<file path="src/hw/lsu_consts.svh">
// load/store unit constants for data width, register and commit id widths, and queue depths
`ifndef LSU_CONSTS_SVH
`define LSU_CONSTS_SVH

// data and address width, extraction logic assumes 32
`define LSU_XLEN 32

// register file address width
`define LSU_REG_ADDR_W 5

// commit id width from the issue stage
`define LSU_COMMIT_ID_W 3

// queue and buffer depths
`define LSU_QUEUE_DEPTH 4
`define LSU_PEND_DEPTH 4
`define LSU_WBUF_DEPTH 4

`endif
</file>
<file path="src/hw/lsu_pkg.sv">
// load/store unit types for opcodes, requests, load tags, writeback and store beats
`default_nettype none

`include "lsu_consts.svh"

package lsu_pkg;

    typedef enum logic {
        MEM_LOAD  = 1'b0,
        MEM_STORE = 1'b1
    } mem_cmd_e;

    // encodings follow the RISC-V funct3 field
    typedef enum logic [2:0] {
        LB  = 3'b000,
        LH  = 3'b001,
        LW  = 3'b010,
        LBU = 3'b100,
        LHU = 3'b101
    } load_op_e;

    typedef struct packed {
        mem_cmd_e                     cmd;
        load_op_e                     op;
        logic [`LSU_REG_ADDR_W-1:0]   rd;
        logic [`LSU_XLEN-1:0]         addr;
        logic [`LSU_XLEN-1:0]         wdata;
        logic [`LSU_XLEN/8-1:0]       wmask;
        logic [`LSU_COMMIT_ID_W-1:0]  commit_id;
    } lsu_req_t;

    // what a load needs to remember until its data returns
    typedef struct packed {
        load_op_e                     op;
        logic [1:0]                   offset;
        logic [`LSU_REG_ADDR_W-1:0]   rd;
        logic [`LSU_COMMIT_ID_W-1:0]  commit_id;
    } load_tag_t;

    typedef struct packed {
        logic [`LSU_XLEN-1:0]         data;
        logic [`LSU_REG_ADDR_W-1:0]   rd;
        logic [`LSU_COMMIT_ID_W-1:0]  commit_id;
    } lsu_wb_t;

    typedef struct packed {
        logic [`LSU_XLEN-1:0]         data;
        logic [`LSU_XLEN/8-1:0]       strb;
    } store_beat_t;

endpackage

`default_nettype wire

</file>
<file path="src/hw/lsu_top.sv">
// load/store unit top joining the request queue to the load and store paths
`timescale 1ns/1ps
`default_nettype none

`include "lsu_consts.svh"

module lsu_top (
    input  logic                 clk,
    input  logic                 rst_n,
    input  logic                 req_mem_i,
    input  lsu_pkg::lsu_req_t    req_i,
    input  logic                 int_assert_i,
    output logic                 mem_stall_o,
    output logic                 mem_busy_o,
    output logic                 reg_we_o,
    output lsu_pkg::lsu_wb_t     wb_o,
    // read address and data
    output logic [`LSU_XLEN-1:0] ar_addr_o,
    output logic                 ar_valid_o,
    input  logic                 ar_ready_i,
    input  logic [`LSU_XLEN-1:0] r_data_i,
    input  logic                 r_valid_i,
    // write address and data
    output logic [`LSU_XLEN-1:0] aw_addr_o,
    output logic                 aw_valid_o,
    input  logic                 aw_ready_i,
    output lsu_pkg::store_beat_t w_beat_o,
    output logic                 w_valid_o,
    input  logic                 w_ready_i
);
    import lsu_pkg::*;

    lsu_req_t head;
    logic     head_valid;
    logic     ar_fire;
    logic     aw_fire;

    lsu_req_queue u_queue (
        .clk          (clk),
        .rst_n        (rst_n),
        .req_mem_i    (req_mem_i),
        .req_i        (req_i),
        .int_assert_i (int_assert_i),
        .ar_fire_i    (ar_fire),
        .aw_fire_i    (aw_fire),
        .head_o       (head),
        .head_valid_o (head_valid),
        .mem_stall_o  (mem_stall_o)
    );

    lsu_load_path u_load (
        .clk          (clk),
        .rst_n        (rst_n),
        .head_i       (head),
        .head_valid_i (head_valid),
        .ar_ready_i   (ar_ready_i),
        .r_valid_i    (r_valid_i),
        .r_data_i     (r_data_i),
        .ar_addr_o    (ar_addr_o),
        .ar_valid_o   (ar_valid_o),
        .ar_fire_o    (ar_fire),
        .reg_we_o     (reg_we_o),
        .wb_o         (wb_o)
    );

    lsu_store_path u_store (
        .clk          (clk),
        .rst_n        (rst_n),
        .head_i       (head),
        .head_valid_i (head_valid),
        .aw_ready_i   (aw_ready_i),
        .w_ready_i    (w_ready_i),
        .aw_addr_o    (aw_addr_o),
        .aw_valid_o   (aw_valid_o),
        .aw_fire_o    (aw_fire),
        .w_valid_o    (w_valid_o),
        .w_beat_o     (w_beat_o),
        .mem_busy_o   (mem_busy_o)
    );

endmodule

`default_nettype wire

</file>
<file path="src/hw/lsu_store_path.sv">
// store path issuing write addresses and buffering write beats the data channel has not taken
`timescale 1ns/1ps
`default_nettype none

`include "lsu_consts.svh"

module lsu_store_path (
    input  logic                  clk,
    input  logic                  rst_n,
    input  lsu_pkg::lsu_req_t     head_i,
    input  logic                  head_valid_i,
    input  logic                  aw_ready_i,
    input  logic                  w_ready_i,
    output logic [`LSU_XLEN-1:0]  aw_addr_o,
    output logic                  aw_valid_o,
    output logic                  aw_fire_o,
    output logic                  w_valid_o,
    output lsu_pkg::store_beat_t  w_beat_o,
    output logic                  mem_busy_o
);
    import lsu_pkg::*;

    localparam int PTR_W = $clog2(`LSU_WBUF_DEPTH);
    localparam int CNT_W = $clog2(`LSU_WBUF_DEPTH + 1);

    store_beat_t wbuf [`LSU_WBUF_DEPTH];

    logic [PTR_W-1:0] wr_ptr;
    logic [PTR_W-1:0] rd_ptr;
    logic [CNT_W-1:0] count;
    logic             wbuf_empty;
    logic             wbuf_full;
    logic             push;
    logic             pop;
    store_beat_t      head_beat;

    assign wbuf_empty = (count == '0);
    assign wbuf_full  = (count == CNT_W'(`LSU_WBUF_DEPTH));

    assign aw_addr_o  = head_i.addr;
    assign aw_valid_o = head_valid_i && (head_i.cmd == MEM_STORE) && !wbuf_full;
    assign aw_fire_o  = aw_valid_o && aw_ready_i;

    assign head_beat = '{data: head_i.wdata, strb: head_i.wmask};

    // a beat only goes out once its address is accepted, older beats first
    assign w_valid_o = !wbuf_empty || aw_fire_o;
    assign w_beat_o  = wbuf_empty ? head_beat : wbuf[rd_ptr];

    assign pop  = !wbuf_empty && w_ready_i;
    assign push = aw_fire_o && !(wbuf_empty && w_ready_i);

    assign mem_busy_o = !wbuf_empty;

    always_ff @(posedge clk or negedge rst_n) begin
        if (!rst_n) begin
            wr_ptr <= '0;
            rd_ptr <= '0;
            count  <= '0;
        end else begin
            if (push) begin
                wr_ptr <= wr_ptr + 1'b1;
            end
            if (pop) begin
                rd_ptr <= rd_ptr + 1'b1;
            end
            case ({push, pop})
                2'b10:   count <= count + 1'b1;
                2'b01:   count <= count - 1'b1;
                default: count <= count;
            endcase
        end
    end

    always_ff @(posedge clk) begin
        if (push) begin
            wbuf[wr_ptr] <= head_beat;
        end
    end

endmodule

`default_nettype wire

</file>
<file path="src/hw/lsu_load_path.sv">
// load path issuing read addresses, tracking pending loads and extracting writeback data
`timescale 1ns/1ps
`default_nettype none

`include "lsu_consts.svh"

module lsu_load_path (
    input  logic                 clk,
    input  logic                 rst_n,
    input  lsu_pkg::lsu_req_t    head_i,
    input  logic                 head_valid_i,
    input  logic                 ar_ready_i,
    input  logic                 r_valid_i,
    input  logic [`LSU_XLEN-1:0] r_data_i,
    output logic [`LSU_XLEN-1:0] ar_addr_o,
    output logic                 ar_valid_o,
    output logic                 ar_fire_o,
    output logic                 reg_we_o,
    output lsu_pkg::lsu_wb_t     wb_o
);
    import lsu_pkg::*;

    localparam int PTR_W = $clog2(`LSU_PEND_DEPTH);
    localparam int CNT_W = $clog2(`LSU_PEND_DEPTH + 1);

    load_tag_t pend [`LSU_PEND_DEPTH];

    logic [PTR_W-1:0]     wr_ptr;
    logic [PTR_W-1:0]     rd_ptr;
    logic [CNT_W-1:0]     count;
    logic                 pend_empty;
    logic                 pend_full;
    logic                 pend_pop;
    load_tag_t            new_tag;
    load_tag_t            cur_tag;
    logic [7:0]           byte_sel;
    logic [15:0]          half_sel;
    logic [`LSU_XLEN-1:0] ld_data;

    assign pend_empty = (count == '0);
    assign pend_full  = (count == CNT_W'(`LSU_PEND_DEPTH));

    // address channel, held off while every tag slot is taken
    assign ar_addr_o  = head_i.addr;
    assign ar_valid_o = head_valid_i && (head_i.cmd == MEM_LOAD) && !pend_full;
    assign ar_fire_o  = ar_valid_o && ar_ready_i;

    assign new_tag = '{
        op:        head_i.op,
        offset:    head_i.addr[1:0],
        rd:        head_i.rd,
        commit_id: head_i.commit_id
    };

    // data returns in order and never in the cycle of its own address
    assign pend_pop = r_valid_i && !pend_empty;
    assign cur_tag  = pend[rd_ptr];

    always_ff @(posedge clk or negedge rst_n) begin
        if (!rst_n) begin
            wr_ptr <= '0;
            rd_ptr <= '0;
            count  <= '0;
        end else begin
            if (ar_fire_o) begin
                wr_ptr <= wr_ptr + 1'b1;
            end
            if (pend_pop) begin
                rd_ptr <= rd_ptr + 1'b1;
            end
            case ({ar_fire_o, pend_pop})
                2'b10:   count <= count + 1'b1;
                2'b01:   count <= count - 1'b1;
                default: count <= count;
            endcase
        end
    end

    always_ff @(posedge clk) begin
        if (ar_fire_o) begin
            pend[wr_ptr] <= new_tag;
        end
    end

    // byte lane by offset, half by the upper offset bit
    assign byte_sel = r_data_i[{cur_tag.offset, 3'b000} +: 8];
    assign half_sel = cur_tag.offset[1] ? r_data_i[31:16] : r_data_i[15:0];

    always_comb begin
        case (cur_tag.op)
            LB:      ld_data = {{(`LSU_XLEN-8){byte_sel[7]}}, byte_sel};
            LBU:     ld_data = {{(`LSU_XLEN-8){1'b0}}, byte_sel};
            LH:      ld_data = {{(`LSU_XLEN-16){half_sel[15]}}, half_sel};
            LHU:     ld_data = {{(`LSU_XLEN-16){1'b0}}, half_sel};
            default: ld_data = r_data_i;
        endcase
    end

    // writeback in the same cycle as the returning data
    assign reg_we_o = pend_pop;
    assign wb_o     = '{data: ld_data, rd: cur_tag.rd, commit_id: cur_tag.commit_id};

endmodule

`default_nettype wire

</file>
<file path="src/hw/lsu_req_queue.sv">
// request queue holding requests the memory side has not taken, with bypass when empty
`timescale 1ns/1ps
`default_nettype none

`include "lsu_consts.svh"

module lsu_req_queue (
    input  logic              clk,
    input  logic              rst_n,
    input  logic              req_mem_i,
    input  lsu_pkg::lsu_req_t req_i,
    input  logic              int_assert_i,
    input  logic              ar_fire_i,
    input  logic              aw_fire_i,
    output lsu_pkg::lsu_req_t head_o,
    output logic              head_valid_o,
    output logic              mem_stall_o
);
    import lsu_pkg::*;

    localparam int PTR_W = $clog2(`LSU_QUEUE_DEPTH);
    localparam int CNT_W = $clog2(`LSU_QUEUE_DEPTH + 1);

    lsu_req_t mem [`LSU_QUEUE_DEPTH];

    logic [PTR_W-1:0] wr_ptr;
    logic [PTR_W-1:0] rd_ptr;
    logic [CNT_W-1:0] count;
    logic             empty;
    logic             full;
    logic             live;
    logic             fire;
    logic             push;
    logic             pop;

    assign empty = (count == '0);
    assign full  = (count == CNT_W'(`LSU_QUEUE_DEPTH));

    // a new request the core wants serviced now
    assign live = req_mem_i && !int_assert_i;
    assign fire = ar_fire_i || aw_fire_i;

    // oldest entry first, live request goes straight through when empty
    assign head_o       = empty ? req_i : mem[rd_ptr];
    assign head_valid_o = (!empty || req_mem_i) && !int_assert_i;

    assign pop = !empty && fire;

    // when empty and a fire happened, the live request was the head and is gone
    assign push = live && !full && (!empty || !fire);

    // source must hold the request and present it again
    assign mem_stall_o = live && full;

    always_ff @(posedge clk or negedge rst_n) begin
        if (!rst_n) begin
            wr_ptr <= '0;
            rd_ptr <= '0;
            count  <= '0;
        end else begin
            if (push) begin
                wr_ptr <= wr_ptr + 1'b1;
            end
            if (pop) begin
                rd_ptr <= rd_ptr + 1'b1;
            end
            case ({push, pop})
                2'b10:   count <= count + 1'b1;
                2'b01:   count <= count - 1'b1;
                default: count <= count;
            endcase
        end
    end

    always_ff @(posedge clk) begin
        if (push) begin
            mem[wr_ptr] <= req_i;
        end
    end

endmodule

`default_nettype wire

</file>
<file path="config.mk">
export PLATFORM = sky130hd
export DESIGN_NAME = lsu_top
export DESIGN_NICKNAME = d
export VERILOG_FILES = /design/src/hw/lsu_pkg.sv /design/src/hw/lsu_top.sv /design/src/hw/lsu_store_path.sv /design/src/hw/lsu_load_path.sv /design/src/hw/lsu_req_queue.sv
export VERILOG_INCLUDE_DIRS = /design/src /design/src/hw
export SDC_FILE = /design/constraint.sdc
export NUM_CORES = 1
export LEC_CHECK = 0
export ABC_AREA = 1
export BUFFER_PORTS_ARGS = -buffer_cell sky130_fd_sc_hd__buf_2
export CAP_MARGIN = 20
export CORE_MARGIN = 3
export CORE_UTILIZATION = 35
export DETAILED_ROUTE_END_ITERATION = 6
export SLEW_MARGIN = 15
export SYNTH_ARGS = -nofsm -noshare
export SYNTH_HDL_FRONTEND = slang
export SYNTH_SLANG_ARGS = --single-unit
</file>
<file path="constraint.sdc">
create_clock -name clk -period 6.6 [get_ports clk]
set_input_delay 0.33 -clock clk [delete_from_list [all_inputs] [get_ports clk]]
set_output_delay 0.33 -clock clk [all_outputs]
set_load 0.02 [all_outputs]
</file>
; ---- Word-level counts from Yosys, hierarchy flattened
; Memories as Yosys holds them, arrays and structs flattened.
; Index checks and enable logic that the tools add are counted.
[totals]
regBits = 21
mem_bits_rw = 516
out_inout_bits = 146
n_memories = 3
[memory_table]
columns = memory, words, width, rd, rd_clocked_by_memory_dff, write_ports, line
row1 = u_queue.mem, 4, 80, 1, 0, 1, lsu_req_queue.sv:24  ; lsu_req_t mem [`LSU_QUEUE_DEPTH];
row2 = u_store.wbuf, 4, 36, 1, 0, 1, lsu_store_path.sv:26  ; store_beat_t wbuf [`LSU_WBUF_DEPTH];
row3 = u_load.pend, 4, 13, 1, 0, 1, lsu_load_path.sv:26  ; load_tag_t pend [`LSU_PEND_DEPTH];
[classes]
addsub = 12
eq_ne = 12
shift = 1
mux = 13
bitwise_logic = 1
n_reduce_logical = 36
[ops]
columns = cell, n
row1 = 32-bit case mux with 4 select lines, 1
row2 = 80-bit two-way mux, 1
row3 = 36-bit two-way mux, 1
row4 = 32-bit by 6-bit indexed part select with 8-bit output, 1
row5 = 3-bit case mux with 2 select lines, 3
row6 = 1-bit logical AND, 16
row7 = 16-bit two-way mux, 1
row8 = 3-bit == test (second input constant), 5
row9 = 2-bit by 1-bit adder with 2-bit output (second input constant), 6
row10 = 3-bit zero test, 4
row11 = 3-bit by 1-bit adder with 3-bit output (second input constant), 3
row12 = 1-bit zero test, 9
row13 = 3-bit by 1-bit subtractor with 3-bit output (second input constant), 3
row14 = 2-bit by 1-bit == test with 1-bit output (second input constant), 3
row15 = 2-bit == test (second input constant), 3
row16 = 1-bit two-way mux, 6
row17 = 2-bit nonzero test, 3
row18 = 1-bit logical OR, 4
row19 = 3-bit by 1-bit == test with 1-bit output (second input constant), 1
row20 = 1-bit inverter, 1

; ---- Logic depth before layout (Yosys ltp)
[logic_depth]
word_depth = 13
ltp_mapped = 18

; ---- Cells and area by module
; From an unflattened synthesis, not the netlist that was laid out.
[unflattened]
cells_unflattened = 2596
hier_area_um2 = 25207.9
[modules_own_cells]
columns = mod, instances, cells_per_inst, area_each_um2
row1 = lsu_req_queue, 1, 1571, 14889.3
row2 = lsu_store_path, 1, 629, 6750.2
row3 = lsu_load_path, 1, 396, 3568.4

; ---- Worst setup path after synthesis
; No wires, ideal clock.
[synth_timing]
path_type = reg-to-reg
from = register u_queue.count[1]
to = memory u_queue.mem[0][0] in the netlist's numbering, enable pin
setup_ps = 519
t_arrival_ps = 4699
setup_slack_ps = 1382
path_stages_with_launch = 10
synth_period_minus_slack_ps = 5218
cell_sequence = dfrtp_1 nor2_2 nand2_1 o21ai_0 nor2_1 nand3_4 nand2_4 nand2_4 nand2_4 nor2_1
[synth_via]
elab_chain_cells = 13
elab_cells_between_ends = 21
cone_classes = 1 x eq/ne / 3 x mux / 1 x bitwise / 16 x reduce/logical
[synth_lines]
columns = element, line
row1 = start: declaration, lsu_req_queue.sv:28  ; logic [CNT_W-1:0] count;
row2 = start signal: assignment, lsu_req_queue.sv:68  ; 2'b10: count <= count + 1'b1;
row3 = start signal: assignment, lsu_req_queue.sv:69  ; 2'b01: count <= count - 1'b1;
row4 = start signal: assignment, lsu_req_queue.sv:70  ; default: count <= count;
row5 = 3-bit zero test, lsu_req_queue.sv:36  ; assign empty = (count == '0);
row6 = 1-bit zero test, "lsu_req_queue.sv:45, lsu_req_queue.sv:50"
row7 = 1-bit logical OR, lsu_req_queue.sv:45  ; assign head_valid_o = (!empty || req_mem_i) && !int_assert_i;
row8 = 1-bit logical AND, lsu_req_queue.sv:45
row9 = 1-bit logical AND (on tied branches) (2 in series), "lsu_load_path.sv:45, lsu_store_path.sv:41"
row10 = 1-bit logical AND (on tied branches), "lsu_load_path.sv:46, lsu_store_path.sv:42"
row11 = 1-bit logical OR, lsu_req_queue.sv:41  ; assign fire = ar_fire_i || aw_fire_i;
row12 = 1-bit zero test, lsu_req_queue.sv:50  ; assign push = live && !full && (!empty || !fire);
row13 = 1-bit logical OR, lsu_req_queue.sv:50
row14 = 1-bit logical AND (*), lsu_req_queue.sv:50
row15 = 1-bit two-way mux (*), lsu_req_queue.sv:76  ; if (push) begin
row16 = 1-bit two-way mux (implied by the code) (*), lsu_req_queue.sv:77  ; mem[wr_ptr] <= req_i;
row17 = end: declaration, lsu_req_queue.sv:24
; Every way passes the cells marked *; elsewhere a longest branch is shown, timed or not.

==> results.cfg <==
[drt]
drtIter0Drc = 1201
drt-total-wl_mm = 57.2
via_count = 15631
routed_via_density = 4.96
first_pass_iters = 6
drc = 0
antenna_left = 0
wl_per_cell_um = 18.2

[clock_tree]
cts_resized = 0
post_cts_buffers = 0
insertion_delay_ns = 0.60
htree_levels = 2
cts-root-buf = clkbuf_16
clock_sink_count = 537
clk_pin_slew_worst_paths_ns = 0.06
clockBufferDepth = 3
cts_inserted_buffers = 53
cts_hold_buffers = 80
cts_tree = built

[power_and_ir_drop]
peakVddDrop_v = 0.000304
power.leakage_nw = 9.79
fin_total_pwr_mw = 13.4
cellPowerDensity_nw_per_um2 = 496

[finish]
multiInputGateArea_um2 = 5780
drive_above_1_share_pct = 17.6
syn_to_final_growth_pct = 18.1
layoutNonFillerInstCount = 3149
final_cell_mix = 604 x nor2_1, 516 x edfxtp_1, 265 x buf_2
final_common_cell = nor2_1
regArea_um2 = 16000
n_fill_cell = 6086
fin_nets = 2385

[critical_path]
start_kind = flop
path_class = reg2out
endpoint_kind = output pin
r2r_cells = 11
required_ns = 6.27
critPathArrivalTime_ns = 4.14
r2r-end = u_queue.mem[1][20]
r2r_setup_slack_ns = 2.34
crit_path_max_fanout = 87
crit_start = u_queue.rd_ptr[0]
rr_startpoint = u_queue.rd_ptr[0]

[placed_design]
place_inst = 2967
port_buffers = 265
gp_congestion = 0.783
hpwl_mm = 33.9

[sta]
finalHoldViolCount = 0
fmax_mhz = 224
rsz0062_at_grt = false
tightest_slew_ns = 1.09
final_max_slew_viol_count = 0
min_period_ns = 4.47
tns_ns = 0
finClkSkew_ns = 0.0276
slew-limit-headroom_pct = 27.3
setup_viol = 0
period_share_pct = 67.8

[global_route]
grt_max_degree = 88
grt_usage_pct = 16.2
antenna_found_initial = 12
grt_pass1_wl_mm = 86.8
grt_pass1_vias = 14971
grt_overflow_total = 0

[job]
drv_cap = 0

[yosys]
syn_area_um2 = 22900
yosysSeqAreaShare_pct = 69.9
syn_area_per_cell_um2 = 11.5
syn_inst = 1999
ys_warn_count = 0
yosysUniqueCellTypes = 37
synth_seq_cells = 537
syn_nets = 2137

[worst_hold_path]
min_from = req_i[31]
whs_endpoint = u_queue.mem[2][31]
worstHoldPathCells = 1
hold_path_class = in2reg

[die]
rows = 93
fp.dieH_um = 262
die_w_um = 262
num_io_pins = 266
die-area_um2 = 68600
initial_core_util_pct = 35.5
core_area_um2 = 64600

[outcome]
status = finished clean
==> power by group <==
part           switching [mW]  internal, mW  total, mW
Sequential              0.226          4.47       4.69
Clock                    1.26          1.67       2.93
Combinational            4.21          1.60       5.81
Total                    5.69          7.74       13.4
==> synthesized netlist by cell type <==
cell	count	share of area [%]
a21oi_1	6	0.13
a21oi_2	1	0.038
a31oi_1	116	3.2
buf_1	21	0.34
buf_2	26	0.57
buf_4	68	2.2
buf_6	5	0.25
clkbuf_1	55	0.90
clkbuf_2	1	0.022
clkinv_1	1	0.016
dfrtp_1	21	2.3
edfxtp_1	516	68
fa_1	3	0.26
ha_1	15	0.82
inv_1	47	0.77
inv_2	5	0.082
inv_4	2	0.055
nand2_1	115	1.9
nand2_2	4	0.11
nand2_4	3	0.15
nand3_1	47	1.0
nand3_2	6	0.26
nand3_4	1	0.076
nor2_1	612	10
nor2_2	2	0.055
nor2_4	2	0.098
nor3_1	5	0.11
nor4_1	1	0.027
o211ai_1	1	0.033
o211ai_2	1	0.055
o21ai_0	257	5.6
o21ai_1	11	0.24
o221ai_1	1	0.038
o22ai_1	8	0.22
or2_0	1	0.027
xnor2_1	4	0.15
xor2_1	8	0.31
==> metal layers <==
metal	part of all wire (%)	track usage (%)	wire, µm	vias to the layer above
li1	-	-	-	7462
met4	2.3	4.53	1310	12
met5	0.10	0	58	-
met2	47	26.1	27100	458
met3	5.4	2.73	3070	89
met1	45	22.6	25700	7610
==> kinds of logic after synthesis <==
logic type      after synthesis  synth area share (%)
compound gates              402                  9.53
xor+xnor                     12                 0.458
simple gates                799                  13.8
flops                       537                  69.9
fa+ha+maj                    18                  1.08
buf+inv                     231                  5.23
==> through the flow <==
stage / hold slack [ns] / utilization [%] / instance area [µm²] / setup slack (ns)
global placement: 0.328 / 38.1 / 24600 / 2.25
CTS: 0.0260 / 41.9 / 27100 / 2.09
finish: 0.0526 / 41.9 / 27100 / 2.13
detailed placement: 0.341 / 38.1 / 24600 / 2.24
global route: 0.0249 / 41.9 / 27100 / 1.83
floorplan: 0.0344 / - / 22900 / 1.38
==> state kept, by name (all words and copies together) (netlist names) <==
name	cells
u_queue.mem	320
u_queue.wr_ptr	2
u_store.wbuf	144
u_queue.count	3
u_load.pend	52
u_store.rd_ptr	2
u_store.count	3
u_queue.rd_ptr	2
u_store.wr_ptr	2
u_load.count	3
u_load.wr_ptr	2
u_load.rd_ptr	2
==> worst max path at each step <==
stage | to | slack [ns]
2_1_floorplan | u_queue.mem[0][0] | 1.38
3_3_place_gp | u_queue.mem[1][22] | 2.25
3_5_place_dp | u_queue.mem[1][22] | 2.24
4_1_cts | w_beat_o[30] | 2.09
5_1_grt | w_beat_o[30] | 1.83
6_report | w_beat_o[30] | 2.13
==> worst max-delay path: stages (launching register included) <==
cell,delay (ns)
dfrtp_4,0.98
buf_4,0.88
nor2_1,0.12
nor2_1,0.11
o21ai_0,0.10
a31oi_1,0.57
nor2_1,0.09
a31oi_1,0.34
buf_2,0.24
==> final cells by class <==
type                       count  share of cell area [%]
tap                          855                    3.95
sequential                   537                    59.2
clock inverter                32                    1.12
antenna                        5                  0.0462
multi-input combinational   1231                    21.3
clock buffer                  65                    5.06
timing repair buffer         369                    8.52
inverter                      55                   0.781
Power figures use the tool's default switching activity.
